[config.mk]
export PLATFORM = sky130hd
export DESIGN_NAME = rv_core
export DESIGN_NICKNAME = d
export VERILOG_FILES = /design/src/rv_pkg.sv /design/src/rv_alu.sv /design/src/rv_fetch.sv /design/src/rv_decode.sv /design/src/rv_execute.sv /design/src/rv_core.sv
export SDC_FILE = /design/constraint.sdc
export NUM_CORES = 2
export LEC_CHECK = 0
export BUFFER_PORTS_ARGS = -buffer_cell sky130_fd_sc_hd__buf_4
export CORE_MARGIN = 2
export CORE_UTILIZATION = 50
export CTS_CLUSTER_SIZE = 28
export DETAILED_ROUTE_END_ITERATION = 8
export HOLD_SLACK_MARGIN = 0.15
export PLACE_DENSITY_LB_ADDON = 0.08
export RECOVER_POWER = 100
export SYNTH_ARGS = -nofsm -noshare
export SYNTH_HDL_FRONTEND = slang
export SYNTH_SLANG_ARGS = --single-unit
export TNS_END_PERCENT = 10
[constraint.sdc]
create_clock -name clk -period 7.5 [get_ports clk]
set_clock_uncertainty 0.2 [all_clocks]
set_input_delay 0.375 -clock clk [delete_from_list [all_inputs] [get_ports clk]]
set_output_delay 0.375 -clock clk [all_outputs]
set_load 0.1 [all_outputs]
[src/rv_pkg.sv]
package rv_pkg;

    //////////////////////////////////////////////////////////////////////
    // widths and sizes
    //////////////////////////////////////////////////////////////////////

    localparam int XLEN       = 32;  // data and address width
    localparam int REG_ADDR_W = 5;
    localparam int NUM_REGS   = 32;
    localparam int PC_STEP    = 4;   // one word per fetch

    localparam logic [31:0] NOP_INSTR = 32'h0000_0013;  // addi x0,x0,0

    //////////////////////////////////////////////////////////////////////
    // encodings
    //////////////////////////////////////////////////////////////////////

    // major opcodes kept by the core
    typedef enum logic [6:0] {
        OPC_IMM   = 7'b0010011,
        OPC_REG   = 7'b0110011,
        OPC_LOAD  = 7'b0000011,
        OPC_STORE = 7'b0100011
    } opcode_e;

    localparam logic [2:0] F3_ADD_SUB = 3'b000;
    localparam logic [2:0] F3_SLL     = 3'b001;
    localparam logic [2:0] F3_LW      = 3'b010;  // sw uses the same code
    localparam logic [2:0] F3_XOR     = 3'b100;
    localparam logic [2:0] F3_SR      = 3'b101;  // srl/sra, split by funct7
    localparam logic [2:0] F3_OR      = 3'b110;
    localparam logic [2:0] F3_AND     = 3'b111;

    localparam logic [6:0] FUNCT7_ALT = 7'b0100000;  // sub, sra, srai

    // alu ops, shared by register and immediate forms
    typedef enum logic [2:0] {
        ALU_ADD, ALU_SUB, ALU_SLL, ALU_SRL,
        ALU_SRA, ALU_XOR, ALU_OR, ALU_AND
    } alu_op_e;

endpackage

[src/rv_alu.sv]
`timescale 1ns/1ps

module rv_alu (
    input  rv_pkg::alu_op_e         op,
    input  logic [rv_pkg::XLEN-1:0] a,
    input  logic [rv_pkg::XLEN-1:0] b,  // rs2 or immediate
    output logic [rv_pkg::XLEN-1:0] y
);

    logic [4:0] shamt;

    assign shamt = b[4:0];  // rv32 shifts use low five bits

    //////////////////////////////////////////////////////////////////////
    // operations
    //////////////////////////////////////////////////////////////////////

    always_comb begin
        case (op)
            rv_pkg::ALU_ADD: y = a + b;
            rv_pkg::ALU_SUB: y = a - b;
            rv_pkg::ALU_SLL: y = a << shamt;
            rv_pkg::ALU_SRL: y = a >> shamt;
            // keep the sign bit
            rv_pkg::ALU_SRA: y = $unsigned($signed(a) >>> shamt);
            rv_pkg::ALU_XOR: y = a ^ b;
            rv_pkg::ALU_OR:  y = a | b;
            rv_pkg::ALU_AND: y = a & b;
            default:         y = '0;
        endcase
    end

endmodule

[src/rv_fetch.sv]
`timescale 1ns/1ps

module rv_fetch (
    input  logic                    clk,
    input  logic                    rst,
    input  logic                    stall,      // load-use interlock from decode
    input  logic [rv_pkg::XLEN-1:0] imem_data,  // comb read of imem at pc
    output logic [rv_pkg::XLEN-1:0] imem_addr,
    output logic [rv_pkg::XLEN-1:0] id_instr    // IF/ID register
);

    logic [rv_pkg::XLEN-1:0] pc;

    //////////////////////////////////////////////////////////////////////
    // program counter
    //////////////////////////////////////////////////////////////////////

    always_ff @(posedge clk) begin
        if (rst) begin
            pc <= '0;
        end else if (!stall) begin
            pc <= pc + rv_pkg::XLEN'(rv_pkg::PC_STEP);  // no branches, always sequential
        end
    end

    assign imem_addr = pc;

    // IF/ID latches the memory word directly
    always_ff @(posedge clk) begin
        if (rst) begin
            id_instr <= rv_pkg::NOP_INSTR;
        end else if (!stall) begin
            id_instr <= imem_data;
        end  // stalled: hold for re-decode
    end

    // word fetch only
    pc_aligned_a: assert property (@(posedge clk) disable iff (rst) pc[1:0] == 2'b00);

endmodule

[src/rv_decode.sv]
`timescale 1ns/1ps

module rv_decode (
    input  logic                          clk,
    input  logic                          rst,
    input  logic [rv_pkg::XLEN-1:0]       id_instr,
    // writeback port into the register file
    input  logic                          wb_we,
    input  logic [rv_pkg::REG_ADDR_W-1:0] wb_rd,
    input  logic [rv_pkg::XLEN-1:0]       wb_data,
    output logic                          stall,
    // ID/EX register
    output rv_pkg::alu_op_e               ex_alu_op,
    output logic                          ex_sel_imm,
    output logic [rv_pkg::XLEN-1:0]       ex_imm,
    output logic [rv_pkg::REG_ADDR_W-1:0] ex_rs1,
    output logic [rv_pkg::REG_ADDR_W-1:0] ex_rs2,
    output logic [rv_pkg::REG_ADDR_W-1:0] ex_rd,
    output logic [rv_pkg::XLEN-1:0]       ex_rs1_val,
    output logic [rv_pkg::XLEN-1:0]       ex_rs2_val,
    output logic                          ex_reg_we,
    output logic                          ex_load,
    output logic                          ex_store
);

    rv_pkg::opcode_e                 opcode;
    logic [2:0]                      funct3;
    logic [6:0]                      funct7;
    logic [rv_pkg::REG_ADDR_W-1:0]   rd, rs1, rs2;
    logic [rv_pkg::XLEN-1:0]         imm_i, imm_sh, imm_s;
    logic [rv_pkg::XLEN-1:0]         imm;
    rv_pkg::alu_op_e                 alu_op;
    logic                            valid, is_load, is_store, sel_imm, use_rs2;
    logic                            reg_we;
    logic [rv_pkg::XLEN-1:0]         regs [rv_pkg::NUM_REGS];
    logic [rv_pkg::XLEN-1:0]         rs1_val, rs2_val;

    //////////////////////////////////////////////////////////////////////
    // fields and immediates
    //////////////////////////////////////////////////////////////////////

    assign opcode = rv_pkg::opcode_e'(id_instr[6:0]);
    assign rd     = id_instr[11:7];
    assign funct3 = id_instr[14:12];
    assign rs1    = id_instr[19:15];
    assign rs2    = id_instr[24:20];
    assign funct7 = id_instr[31:25];

    assign imm_i  = {{20{id_instr[31]}}, id_instr[31:20]};
    assign imm_sh = {27'b0, id_instr[24:20]};  // shamt only
    assign imm_s  = {{20{id_instr[31]}}, id_instr[31:25], id_instr[11:7]};

    //////////////////////////////////////////////////////////////////////
    // control decode
    //////////////////////////////////////////////////////////////////////

    always_comb begin
        alu_op   = rv_pkg::ALU_ADD;  // also address calc for lw/sw
        imm      = imm_i;
        sel_imm  = 1'b0;
        use_rs2  = 1'b0;
        is_load  = 1'b0;
        is_store = 1'b0;
        valid    = 1'b0;  // anything unmatched becomes a bubble
        case (opcode)
            rv_pkg::OPC_REG: begin
                use_rs2 = 1'b1;
                valid   = (funct7 == 7'b0);
                case (funct3)
                    rv_pkg::F3_ADD_SUB: begin
                        alu_op = (funct7 == rv_pkg::FUNCT7_ALT) ? rv_pkg::ALU_SUB
                                                                : rv_pkg::ALU_ADD;
                        valid  = valid || (funct7 == rv_pkg::FUNCT7_ALT);
                    end
                    rv_pkg::F3_SR: begin
                        alu_op = (funct7 == rv_pkg::FUNCT7_ALT) ? rv_pkg::ALU_SRA
                                                                : rv_pkg::ALU_SRL;
                        valid  = valid || (funct7 == rv_pkg::FUNCT7_ALT);
                    end
                    rv_pkg::F3_SLL: alu_op = rv_pkg::ALU_SLL;
                    rv_pkg::F3_XOR: alu_op = rv_pkg::ALU_XOR;
                    rv_pkg::F3_OR:  alu_op = rv_pkg::ALU_OR;
                    rv_pkg::F3_AND: alu_op = rv_pkg::ALU_AND;
                    default:        valid  = 1'b0;  // slt/sltu not kept
                endcase
            end
            rv_pkg::OPC_IMM: begin
                sel_imm = 1'b1;
                valid   = 1'b1;
                case (funct3)
                    rv_pkg::F3_ADD_SUB: alu_op = rv_pkg::ALU_ADD;
                    rv_pkg::F3_SLL: begin
                        alu_op = rv_pkg::ALU_SLL;
                        imm    = imm_sh;
                        valid  = (funct7 == 7'b0);
                    end
                    rv_pkg::F3_SR: begin
                        alu_op = (funct7 == rv_pkg::FUNCT7_ALT) ? rv_pkg::ALU_SRA
                                                                : rv_pkg::ALU_SRL;
                        imm    = imm_sh;
                        valid  = (funct7 == 7'b0) || (funct7 == rv_pkg::FUNCT7_ALT);
                    end
                    rv_pkg::F3_XOR: alu_op = rv_pkg::ALU_XOR;
                    rv_pkg::F3_OR:  alu_op = rv_pkg::ALU_OR;
                    rv_pkg::F3_AND: alu_op = rv_pkg::ALU_AND;
                    default:        valid  = 1'b0;
                endcase
            end
            rv_pkg::OPC_LOAD: begin
                sel_imm = 1'b1;
                is_load = 1'b1;
                valid   = (funct3 == rv_pkg::F3_LW);  // word only
            end
            rv_pkg::OPC_STORE: begin
                sel_imm  = 1'b1;
                imm      = imm_s;
                use_rs2  = 1'b1;  // store data
                is_store = 1'b1;
                valid    = (funct3 == rv_pkg::F3_LW);
            end
            default: valid = 1'b0;
        endcase
    end

    // x0 never written, so nothing downstream checks rd
    assign reg_we = valid && !is_store && (rd != '0);

    //////////////////////////////////////////////////////////////////////
    // register file, write-through from writeback
    //////////////////////////////////////////////////////////////////////

    always_ff @(posedge clk) begin
        if (rst) begin
            for (int i = 0; i < rv_pkg::NUM_REGS; i++) begin
                regs[i] <= '0;
            end
        end else if (wb_we) begin
            regs[wb_rd] <= wb_data;
        end
    end

    assign rs1_val = (wb_we && wb_rd == rs1) ? wb_data : regs[rs1];
    assign rs2_val = (wb_we && wb_rd == rs2) ? wb_data : regs[rs2];

    // load in EX feeding this instruction, data not there yet
    assign stall = ex_load && ex_reg_we &&
                   ((ex_rd == rs1) || (use_rs2 && ex_rd == rs2));

    //////////////////////////////////////////////////////////////////////
    // ID/EX register
    //////////////////////////////////////////////////////////////////////

    always_ff @(posedge clk) begin
        if (rst || stall) begin
            ex_reg_we <= 1'b0;  // bubble
            ex_load   <= 1'b0;
            ex_store  <= 1'b0;
        end else begin
            ex_reg_we <= reg_we;
            ex_load   <= valid && is_load;
            ex_store  <= valid && is_store;
        end
    end

    // payload, harmless under a bubble
    always_ff @(posedge clk) begin
        ex_alu_op  <= alu_op;
        ex_sel_imm <= sel_imm;
        ex_imm     <= imm;
        ex_rs1     <= rs1;
        ex_rs2     <= rs2;
        ex_rd      <= rd;
        ex_rs1_val <= rs1_val;
        ex_rs2_val <= rs2_val;
    end

    // the bubble clears ex_load, so the interlock lasts one cycle
    stall_once_a: assert property (@(posedge clk) disable iff (rst) stall |=> !stall);

endmodule

[src/rv_execute.sv]
`timescale 1ns/1ps

module rv_execute (
    input  logic                          clk,
    input  logic                          rst,
    // ID/EX
    input  rv_pkg::alu_op_e               ex_alu_op,
    input  logic                          ex_sel_imm,
    input  logic [rv_pkg::XLEN-1:0]       ex_imm,
    input  logic [rv_pkg::REG_ADDR_W-1:0] ex_rs1,
    input  logic [rv_pkg::REG_ADDR_W-1:0] ex_rs2,
    input  logic [rv_pkg::REG_ADDR_W-1:0] ex_rd,
    input  logic [rv_pkg::XLEN-1:0]       ex_rs1_val,
    input  logic [rv_pkg::XLEN-1:0]       ex_rs2_val,
    input  logic                          ex_reg_we,
    input  logic                          ex_load,
    input  logic                          ex_store,
    // data memory, driven from EX/MEM
    input  logic [rv_pkg::XLEN-1:0]       dmem_rdata,
    output logic [rv_pkg::XLEN-1:0]       dmem_addr,
    output logic [rv_pkg::XLEN-1:0]       dmem_wdata,
    output logic                          dmem_wen,
    output logic                          dmem_ren,
    // writeback
    output logic                          wb_we,
    output logic [rv_pkg::REG_ADDR_W-1:0] wb_rd,
    output logic [rv_pkg::XLEN-1:0]       wb_data
);

    logic [rv_pkg::XLEN-1:0]       src_a, src_b, alu_b, alu_y;
    logic [rv_pkg::XLEN-1:0]       mem_alu_y, mem_wdata;
    logic [rv_pkg::REG_ADDR_W-1:0] mem_rd;
    logic                          mem_we, mem_load, mem_store;
    logic [rv_pkg::XLEN-1:0]       wb_alu_y, wb_rdata;
    logic                          wb_load;
    logic                          mem_fwd_ok;

    //////////////////////////////////////////////////////////////////////
    // forwarding
    //////////////////////////////////////////////////////////////////////

    // a load in EX/MEM has no data yet, the interlock covers that case
    assign mem_fwd_ok = mem_we && !mem_load;

    assign src_a = (mem_fwd_ok && mem_rd == ex_rs1) ? mem_alu_y :
                   (wb_we && wb_rd == ex_rs1)       ? wb_data   : ex_rs1_val;
    assign src_b = (mem_fwd_ok && mem_rd == ex_rs2) ? mem_alu_y :
                   (wb_we && wb_rd == ex_rs2)       ? wb_data   : ex_rs2_val;

    assign alu_b = ex_sel_imm ? ex_imm : src_b;

    rv_alu alu_i (
        .op (ex_alu_op),
        .a  (src_a),
        .b  (alu_b),
        .y  (alu_y)
    );

    //////////////////////////////////////////////////////////////////////
    // EX/MEM and MEM/WB
    //////////////////////////////////////////////////////////////////////

    always_ff @(posedge clk) begin
        if (rst) begin
            mem_we    <= 1'b0;
            mem_load  <= 1'b0;
            mem_store <= 1'b0;
            wb_we     <= 1'b0;
            wb_load   <= 1'b0;
        end else begin
            mem_we    <= ex_reg_we;
            mem_load  <= ex_load;
            mem_store <= ex_store;
            wb_we     <= mem_we;
            wb_load   <= mem_load;
        end
    end

    always_ff @(posedge clk) begin
        mem_alu_y <= alu_y;  // result or lw/sw address
        mem_wdata <= src_b;  // forwarded store data
        mem_rd    <= ex_rd;
        wb_alu_y  <= mem_alu_y;
        wb_rdata  <= dmem_rdata;
        wb_rd     <= mem_rd;
    end

    assign dmem_addr  = mem_alu_y;
    assign dmem_wdata = mem_wdata;
    assign dmem_wen   = mem_store;
    assign dmem_ren   = mem_load;

    assign wb_data = wb_load ? wb_rdata : wb_alu_y;

    // decode never marks one instruction as both
    dmem_excl_a: assert property (@(posedge clk) disable iff (rst) !(dmem_wen && dmem_ren));

endmodule

[src/rv_core.sv]
`timescale 1ns/1ps

module rv_core (
    input  logic                    clk,
    input  logic                    rst,
    // instruction memory
    input  logic [rv_pkg::XLEN-1:0] imem_data,
    output logic [rv_pkg::XLEN-1:0] imem_addr,
    // data memory
    input  logic [rv_pkg::XLEN-1:0] dmem_rdata,
    output logic [rv_pkg::XLEN-1:0] dmem_addr,
    output logic [rv_pkg::XLEN-1:0] dmem_wdata,
    output logic                    dmem_wen,
    output logic                    dmem_ren
);

    logic [rv_pkg::XLEN-1:0]       id_instr;
    logic                          stall;
    rv_pkg::alu_op_e               ex_alu_op;
    logic                          ex_sel_imm;
    logic [rv_pkg::XLEN-1:0]       ex_imm;
    logic [rv_pkg::REG_ADDR_W-1:0] ex_rs1, ex_rs2, ex_rd;
    logic [rv_pkg::XLEN-1:0]       ex_rs1_val, ex_rs2_val;
    logic                          ex_reg_we, ex_load, ex_store;
    logic                          wb_we;
    logic [rv_pkg::REG_ADDR_W-1:0] wb_rd;
    logic [rv_pkg::XLEN-1:0]       wb_data;

    //////////////////////////////////////////////////////////////////////
    // pipeline stages
    //////////////////////////////////////////////////////////////////////

    rv_fetch fetch_i (
        .clk       (clk),
        .rst       (rst),
        .stall     (stall),
        .imem_data (imem_data),
        .imem_addr (imem_addr),
        .id_instr  (id_instr)
    );

    rv_decode decode_i (
        .clk (clk), .rst (rst), .id_instr (id_instr),
        .wb_we (wb_we), .wb_rd (wb_rd), .wb_data (wb_data), .stall (stall),
        .ex_alu_op (ex_alu_op), .ex_sel_imm (ex_sel_imm), .ex_imm (ex_imm),
        .ex_rs1 (ex_rs1), .ex_rs2 (ex_rs2), .ex_rd (ex_rd),
        .ex_rs1_val (ex_rs1_val), .ex_rs2_val (ex_rs2_val),
        .ex_reg_we (ex_reg_we), .ex_load (ex_load), .ex_store (ex_store)
    );

    // execute, memory access and writeback select
    rv_execute execute_i (
        .clk (clk), .rst (rst),
        .ex_alu_op (ex_alu_op), .ex_sel_imm (ex_sel_imm), .ex_imm (ex_imm),
        .ex_rs1 (ex_rs1), .ex_rs2 (ex_rs2), .ex_rd (ex_rd),
        .ex_rs1_val (ex_rs1_val), .ex_rs2_val (ex_rs2_val),
        .ex_reg_we (ex_reg_we), .ex_load (ex_load), .ex_store (ex_store),
        .dmem_rdata (dmem_rdata), .dmem_addr (dmem_addr), .dmem_wdata (dmem_wdata),
        .dmem_wen (dmem_wen), .dmem_ren (dmem_ren),
        .wb_we (wb_we), .wb_rd (wb_rd), .wb_data (wb_data)
    );

endmodule

**After elaboration in Yosys (flattened, before gate mapping)**

Memory sizes are Yosys's and may differ from the RTL's. A register that Yosys moved wholly into a read port is not among the register bits.
Cells that the tools add are included.
W data, S select, Z words.

- Register bits: 325
- Bits of input ports: 66
- Memories: 1
- Logic and storage cells: 126
- RAM bits: 1024
- Output and inout port bits: 98

Memory list:

| memory | words | bits a word | read ports | clocked after memory_dff | write ports | RTL line | source |
|---|---|---|---|---|---|---|---|
| decode_i.regs | 32 | 32 | 2 | 2 | 32 | rv_decode.sv:35 | `logic [rv_pkg::XLEN-1:0] regs [rv_pkg::NUM_REGS];` |

- Eq/ne operators: 26
- Reduce and logical (&&, ||, !) cells: 31
- Add/sub/neg operators: 3
- Shift-type cells: 3
- Bitwise logic cells: 3
- Mux-type cells: 35

Operators by type and width:

| cell | count |
|---|---|
| $mux W32 | 10 |
| $pmux W32 S8 | 1 |
| $pmux W32 S2 | 1 |
| $eq A5 B5 Y1 | 8 |
| $add A32 B3 Y32 const B | 1 |
| $add A32 B32 Y32 | 1 |
| $and A32 B32 Y32 | 1 |
| $or A32 B32 Y32 | 1 |
| $reduce_or A32 Y1 | 1 |
| $shl A32 B5 Y32 | 1 |
| $shr A32 B5 Y32 | 1 |
| $sshr A32 B5 Y32 | 1 |
| $sub A32 B32 Y32 | 1 |
| $xor A32 B32 Y32 | 1 |
| $mux W5 | 5 |
| $eq A3 B3 Y1 const B | 8 |
| $eq A7 B6 Y1 const B | 3 |
| $pmux W3 S6 | 1 |
| $pmux W3 S5 | 1 |
| $logic_and A1 B1 Y1 | 14 |
| $mux W1 | 11 |
| $eq A3 B2 Y1 const B | 3 |
| $reduce_or A2 Y1 | 4 |
| $reduce_or A4 Y1 | 2 |
| 13 further kinds | 19 |

**Longest topological paths before layout**

- Depth in word-level cells: 8
- Gate-level depth with buffers: 28
- Depth with buffers taken out: 24

**Cells and area by module**

A second synthesis with hierarchy kept.

- Cell total of the unflattened synthesis: 6567
- Area, all modules: 75924.1 um^2

Modules (own cells, without submodules):

| module | area an instance (um^2) | cells each | seq. area each (um^2) | instances |
|---|---|---|---|---|
| rv_decode | 59635.9 | 4703 | 32711.4 | 1 |
| rv_alu | 8145.3 | 1121 | 0.0 | 1 |
| rv_execute | 5630.4 | 476 | 2862.7 | 1 |
| rv_fetch | 2512.4 | 267 | 1241.2 | 1 |

**Least setup slack after synthesis**

Ideal clock, no wire load.

- Path kind: reg-to-reg
- Start: register execute_i.mem_load (netlist: execute_i.dmem_ren)
- End: register execute_i.mem_alu_y, in the netlist execute_i.dmem_addr[28]
- Setup time: 0.122 ns
- Required time: 7.178 ns
- Arrival: 5.807 ns
- Slack: 1.372 ns
- Clock period less this slack: 6.128 ns
- Stages on the path, launching flop included: 21
- Cell sequence: dfxtp_1 -> nand2b_1 -> nor2_1 -> a21oi_1 -> a21o_1 -> buf_1 -> clkbuf_1 -> ha_1 -> nand2_1 -> nor4_1 -> nand3_1 -> o21ai_0 -> xnor2_1 -> ha_1 -> a21oi_1 -> o21ai_0 -> or4_1 -> a31o_2 -> o41ai_1 -> xnor2_1 -> a221o_1

- Cells in the longest elaborated chain, start to end: 7

RTL lines:

| item | RTL line | source |
|---|---|---|
| from (decl) | rv_execute.sv:33 | `logic mem_we, mem_load, mem_store;` |
| from (signal assigned) | rv_execute.sv:72 | `mem_load <= ex_load;` |
| $logic_not A1 Y1 (*) | rv_execute.sv:43 | `assign mem_fwd_ok = mem_we && !mem_load;` |
| $logic_and A1 B1 Y1 (*) | rv_execute.sv:43 |  |
| $logic_and A1 B1 Y1 | rv_execute.sv:47 | `assign src_b = (mem_fwd_ok && mem_rd == ex_rs2) ? mem_alu_y :` |
| $mux W32 | rv_execute.sv:47 |  |
| $mux W32 | rv_execute.sv:50 | `assign alu_b = ex_sel_imm ? ex_imm : src_b;` |
| $sub A32 B32 Y32, or another cell as far along | rv_alu.sv:21 | `rv_pkg::ALU_SUB: y = a - b;` |
| $pmux W32 S8 (*) | rv_alu.sv:19 | `case (op)` |
| named net execute_i.alu_i.y (one bit) | rv_alu.sv:7 | `output logic [rv_pkg::XLEN-1:0] y` |
| to (signal assigned) | rv_execute.sv:80 | `mem_alu_y <= alu_y;` |
| to (decl) | rv_execute.sv:31 | `logic [rv_pkg::XLEN-1:0] mem_alu_y, mem_wdata;` |

Mark *: on every way through the listed nets, which the timed path passes. The rest lies on a longest branch.
A chain may end at the register's enable or synchronous reset.

==> out/results.txt <==
Status: finished, violations left
Failing checks: capacitance limit, slew limit
Clk slew on worst S/H paths: 0.06 ns
Synth Area per Inst: 12.57 µm²
WHS: 0.1892 ns
Period utilization: 97.11%
R2r setup slk: 0.51 ns
Least-Margin Pin Slew: 3.769 ns
Worst reg2reg startpoint: execute_i.wb_rd[3]
Top cell type's share of synthesized area: 43.67%
Crit. End Element: register
Row count: 137
Storage cell area: 37050 µm²
CTS tree: yes
Number of port buffers: 161
Pwr dens: 280.3 nW/µm²
Slew Viols, Final: 1997
GRT Total Usage: 36.83%
Total Wirelength: 263600 µm
Core area: 139700 µm²
Area of the multi-input gates: 31690 µm²
CTS buffer count: 147
Hold Path Sink: fetch_i.id_instr[4]
Pin count of the biggest net entering global routing: 110
DP Area: 74170 µm²
Layout Cell Area excl Fill: 79220 µm²
Antenna viol nets, final: 0
Post-synth ARST share: 0%
Post-synth EDFFs: 1024
Post-DR wirelength/cell: 34.48 µm
Commonest non-fill, non-tap cell in the layout: nor2_1
Cell mode on critical path: clkbuf_1
Most frequent cells in the layout: nor2_1, edfxtp_1, mux4_2, dfxtp_1, a21oi_1
Seq/Total Area, Yosys: 52.57%
Effective utilization at floorplan: 50.40%
Min-delay src: imem_data[4]
GP Congestion: 0.9809
CP max stage delay: 2.52 ns
WL met2: 120900 µm
Setup TNS: 0 ns
CTS H-tree depth: 4
Worst-skew pair later-pin latency: 0.79 ns
Type of the worst min-delay path: in2reg
Detailed-route via count: 51650
Worst Path Required: 7.50 ns
# resized after CTS: 0
Max_slew headroom: -151.3%
# setup viols final: 0
Max_cap viols: 54
CTS root buf: clkbuf_16
Top FF cell, synth: edfxtp_1
Final hold vios: 0
Crit path kind: in2reg
Leading area contributor after synthesis: edfxtp_1
Highest-delay cell along the critical path: clkbuf_1
CTS max path bufs: 3
Post-synthesis cell count: 5600
Synth Warn #: 0
Crit path DAT: 7.29 ns
Total power: 22.21 mW
Cell Area, Synth: 70410 µm²
Post-layout min period: 7.284 ns
Distinct cells, synth: 80
DR WL met3: 29330 µm
Hpwl dp: 161000 µm
Critical Path Fanout Max: 48
GRT overflow: 0
Die Ht: 379.3 µm
Fmax: 137.3 MHz
Area grow syn2layout: 12.51%
Worst setup SP type: input pin
DR vias/cell: 6.756
Die Width: 379.3 µm
N_diodes: 0
Vias in the first global route: 50580
Fin nets: 5814
IO Count: 164
First DRT Iteration DRCs: 6968
Hold path cells: 4
Synth top area cells: edfxtp_1, mux4_2, dfxtp_1
DR top layer: met5
Overall die area: 143800 µm²
FILL cells: 11510
1st-pass router iterations: 8
Seq cells post-synth: 1337
CTS Sinks: 1337
Share of layout cells above drive strength 1: 20.63%
DRT met1 WL: 99600 µm
CP cell instances: dlygate4sd3_1 -> clkbuf_1 -> nor2b_1 -> nand2_1 -> nor2_1 -> nand2_2 -> clkbuf_1 -> nand2b_4
RSZ-0062 raised after global routing: false
Worst VDD drop: 0.3657 mV
P_leak: 28.64 nW
Initial antenna violation count: 5
Drc violations: 0
Reg2reg path depth: 18
First-pass GRT wire length: 372600 µm
FF-to-FF End: execute_i.dmem_addr[13]
[power by group]
| group | switching, mW | leakage [nW] | total, mW | internal [mW] |
|---|---|---|---|---|
| clock | 3.11 | 2.33 | 7.29 | 4.19 |
| sequential | 0.589 | 13.2 | 9.03 | 8.45 |
| combinational | 4.27 | 13.1 | 5.88 | 1.61 |
| total | 7.96 | 28.6 | 22.2 | 14.2 |
[synth_stat cells, types with 9 or more instances]
| library cell | instances |
|---|---|
| a211o_1 | 11 |
| a211oi_1 | 95 |
| a21boi_0 | 11 |
| a21o_1 | 28 |
| a21oi_1 | 299 |
| a22o_1 | 24 |
| a31oi_1 | 13 |
| and2_1 | 9 |
| and3_1 | 69 |
| buf_1 | 67 |
| buf_2 | 18 |
| buf_4 | 10 |
| clkbuf_1 | 430 |
| dfxtp_1 | 313 |
| edfxtp_1 | 1024 |
| ha_1 | 98 |
| inv_1 | 77 |
| mux2_2 | 19 |
| mux2i_1 | 87 |
| mux4_2 | 641 |
| nand2_1 | 182 |
| nand2b_1 | 42 |
| nand3_1 | 89 |
| nand4_1 | 20 |
| nor2_1 | 1234 |
| nor2b_1 | 81 |
| nor3_1 | 117 |
| nor4_1 | 11 |
| o211ai_1 | 11 |
| o21a_1 | 10 |
| o21ai_0 | 109 |
| o221ai_1 | 11 |
| o22ai_1 | 16 |
| o31ai_1 | 57 |
| or3_1 | 12 |
| xnor2_1 | 73 |
| xor2_1 | 46 |
[metrics by stage]
step           util (%)  instances  worst slack [ns]
4_1_cts           57.24       7644            0.8031
3_3_place_gp      53.09       7278            0.9030
6_report          56.71       7644            0.2164
3_5_place_dp      53.09       7278            0.8534
5_1_grt           56.71       7644            0.1472
2_1_floorplan         -       5601             1.372
[final cells by class]
type	count	share of cell area (%)
clock buffer	208	5.177
multi-input combinational	3657	40.00
inverter	81	0.3838
sequential	1337	46.77
tap	1876	2.963
clock inverter	60	0.9018
timing repair buffer	425	3.813
[sequential cells by signal (all words and copies together), names as in the netlist, 3 cells and up, named ones only]
register              flops
decode_i.ex_alu_op        3
execute_i.wb_rd           5
fetch_i.imem_addr        30
decode_i.ex_imm          12
fetch_i.id_instr         32
execute_i.dmem_wdata     32
execute_i.dmem_addr      32
execute_i.wb_alu_y       32
execute_i.mem_rd          5
execute_i.wb_rdata       32
decode_i.ex_rs2_val      32
decode_i.ex_rd            5
decode_i.ex_rs1_val      32
decode_i.ex_rs1           5
decode_i.regs          1024
decode_i.ex_rs2           5
[critical path, delay by kind of cell]
family	cells	cell delay, ns
buf+inv	3	4.76
simple gates	5	1.99
[kinds of logic after synthesis]
family          share of synthesized area (%)
flops                                   52.57
mux                                     22.12
fa+ha+maj                               1.770
other cells                          0.005326
xor+xnor                                1.480
simple gates                            11.60
compound gates                          7.126
buf+inv                                 3.332
[timing repair]
| item | in CTS | in global routing |
|---|---|---|
| setup buffers | 0 | 0 |
| endpoints found under the hold margin | 104 | 0 |
| hold buffers | 98 | 0 |
[metal layers]
| metal | global-route usage [%] | vias up |
|---|---|---|
| met2 | 56.78 | 3341 |
| met1 | 50.18 | 26400 |
| met3 | 8.475 | 657 |
| met5 | 0 | - |
| met4 | 16.22 | 4 |
| li1 | - | 21240 |
[worst max-delay path by stage]
stage	from	endpoint	slack, ns	cells past startpoint
6_report	rst	decode_i.regs[21][12]	0.22	8
5_1_grt	execute_i.mem_rd[2]	execute_i.dmem_addr[28]	0.15	18
4_1_cts	execute_i.wb_rd[2]	execute_i.dmem_addr[28]	0.80	20
3_5_place_dp	execute_i.wb_rd[2]	execute_i.dmem_addr[28]	0.85	20
3_3_place_gp	execute_i.wb_rd[2]	execute_i.dmem_addr[28]	0.90	20
2_1_floorplan	execute_i.dmem_ren	execute_i.dmem_addr[28]	1.37	20
Note: power is estimated with default switching activity, not from simulation.
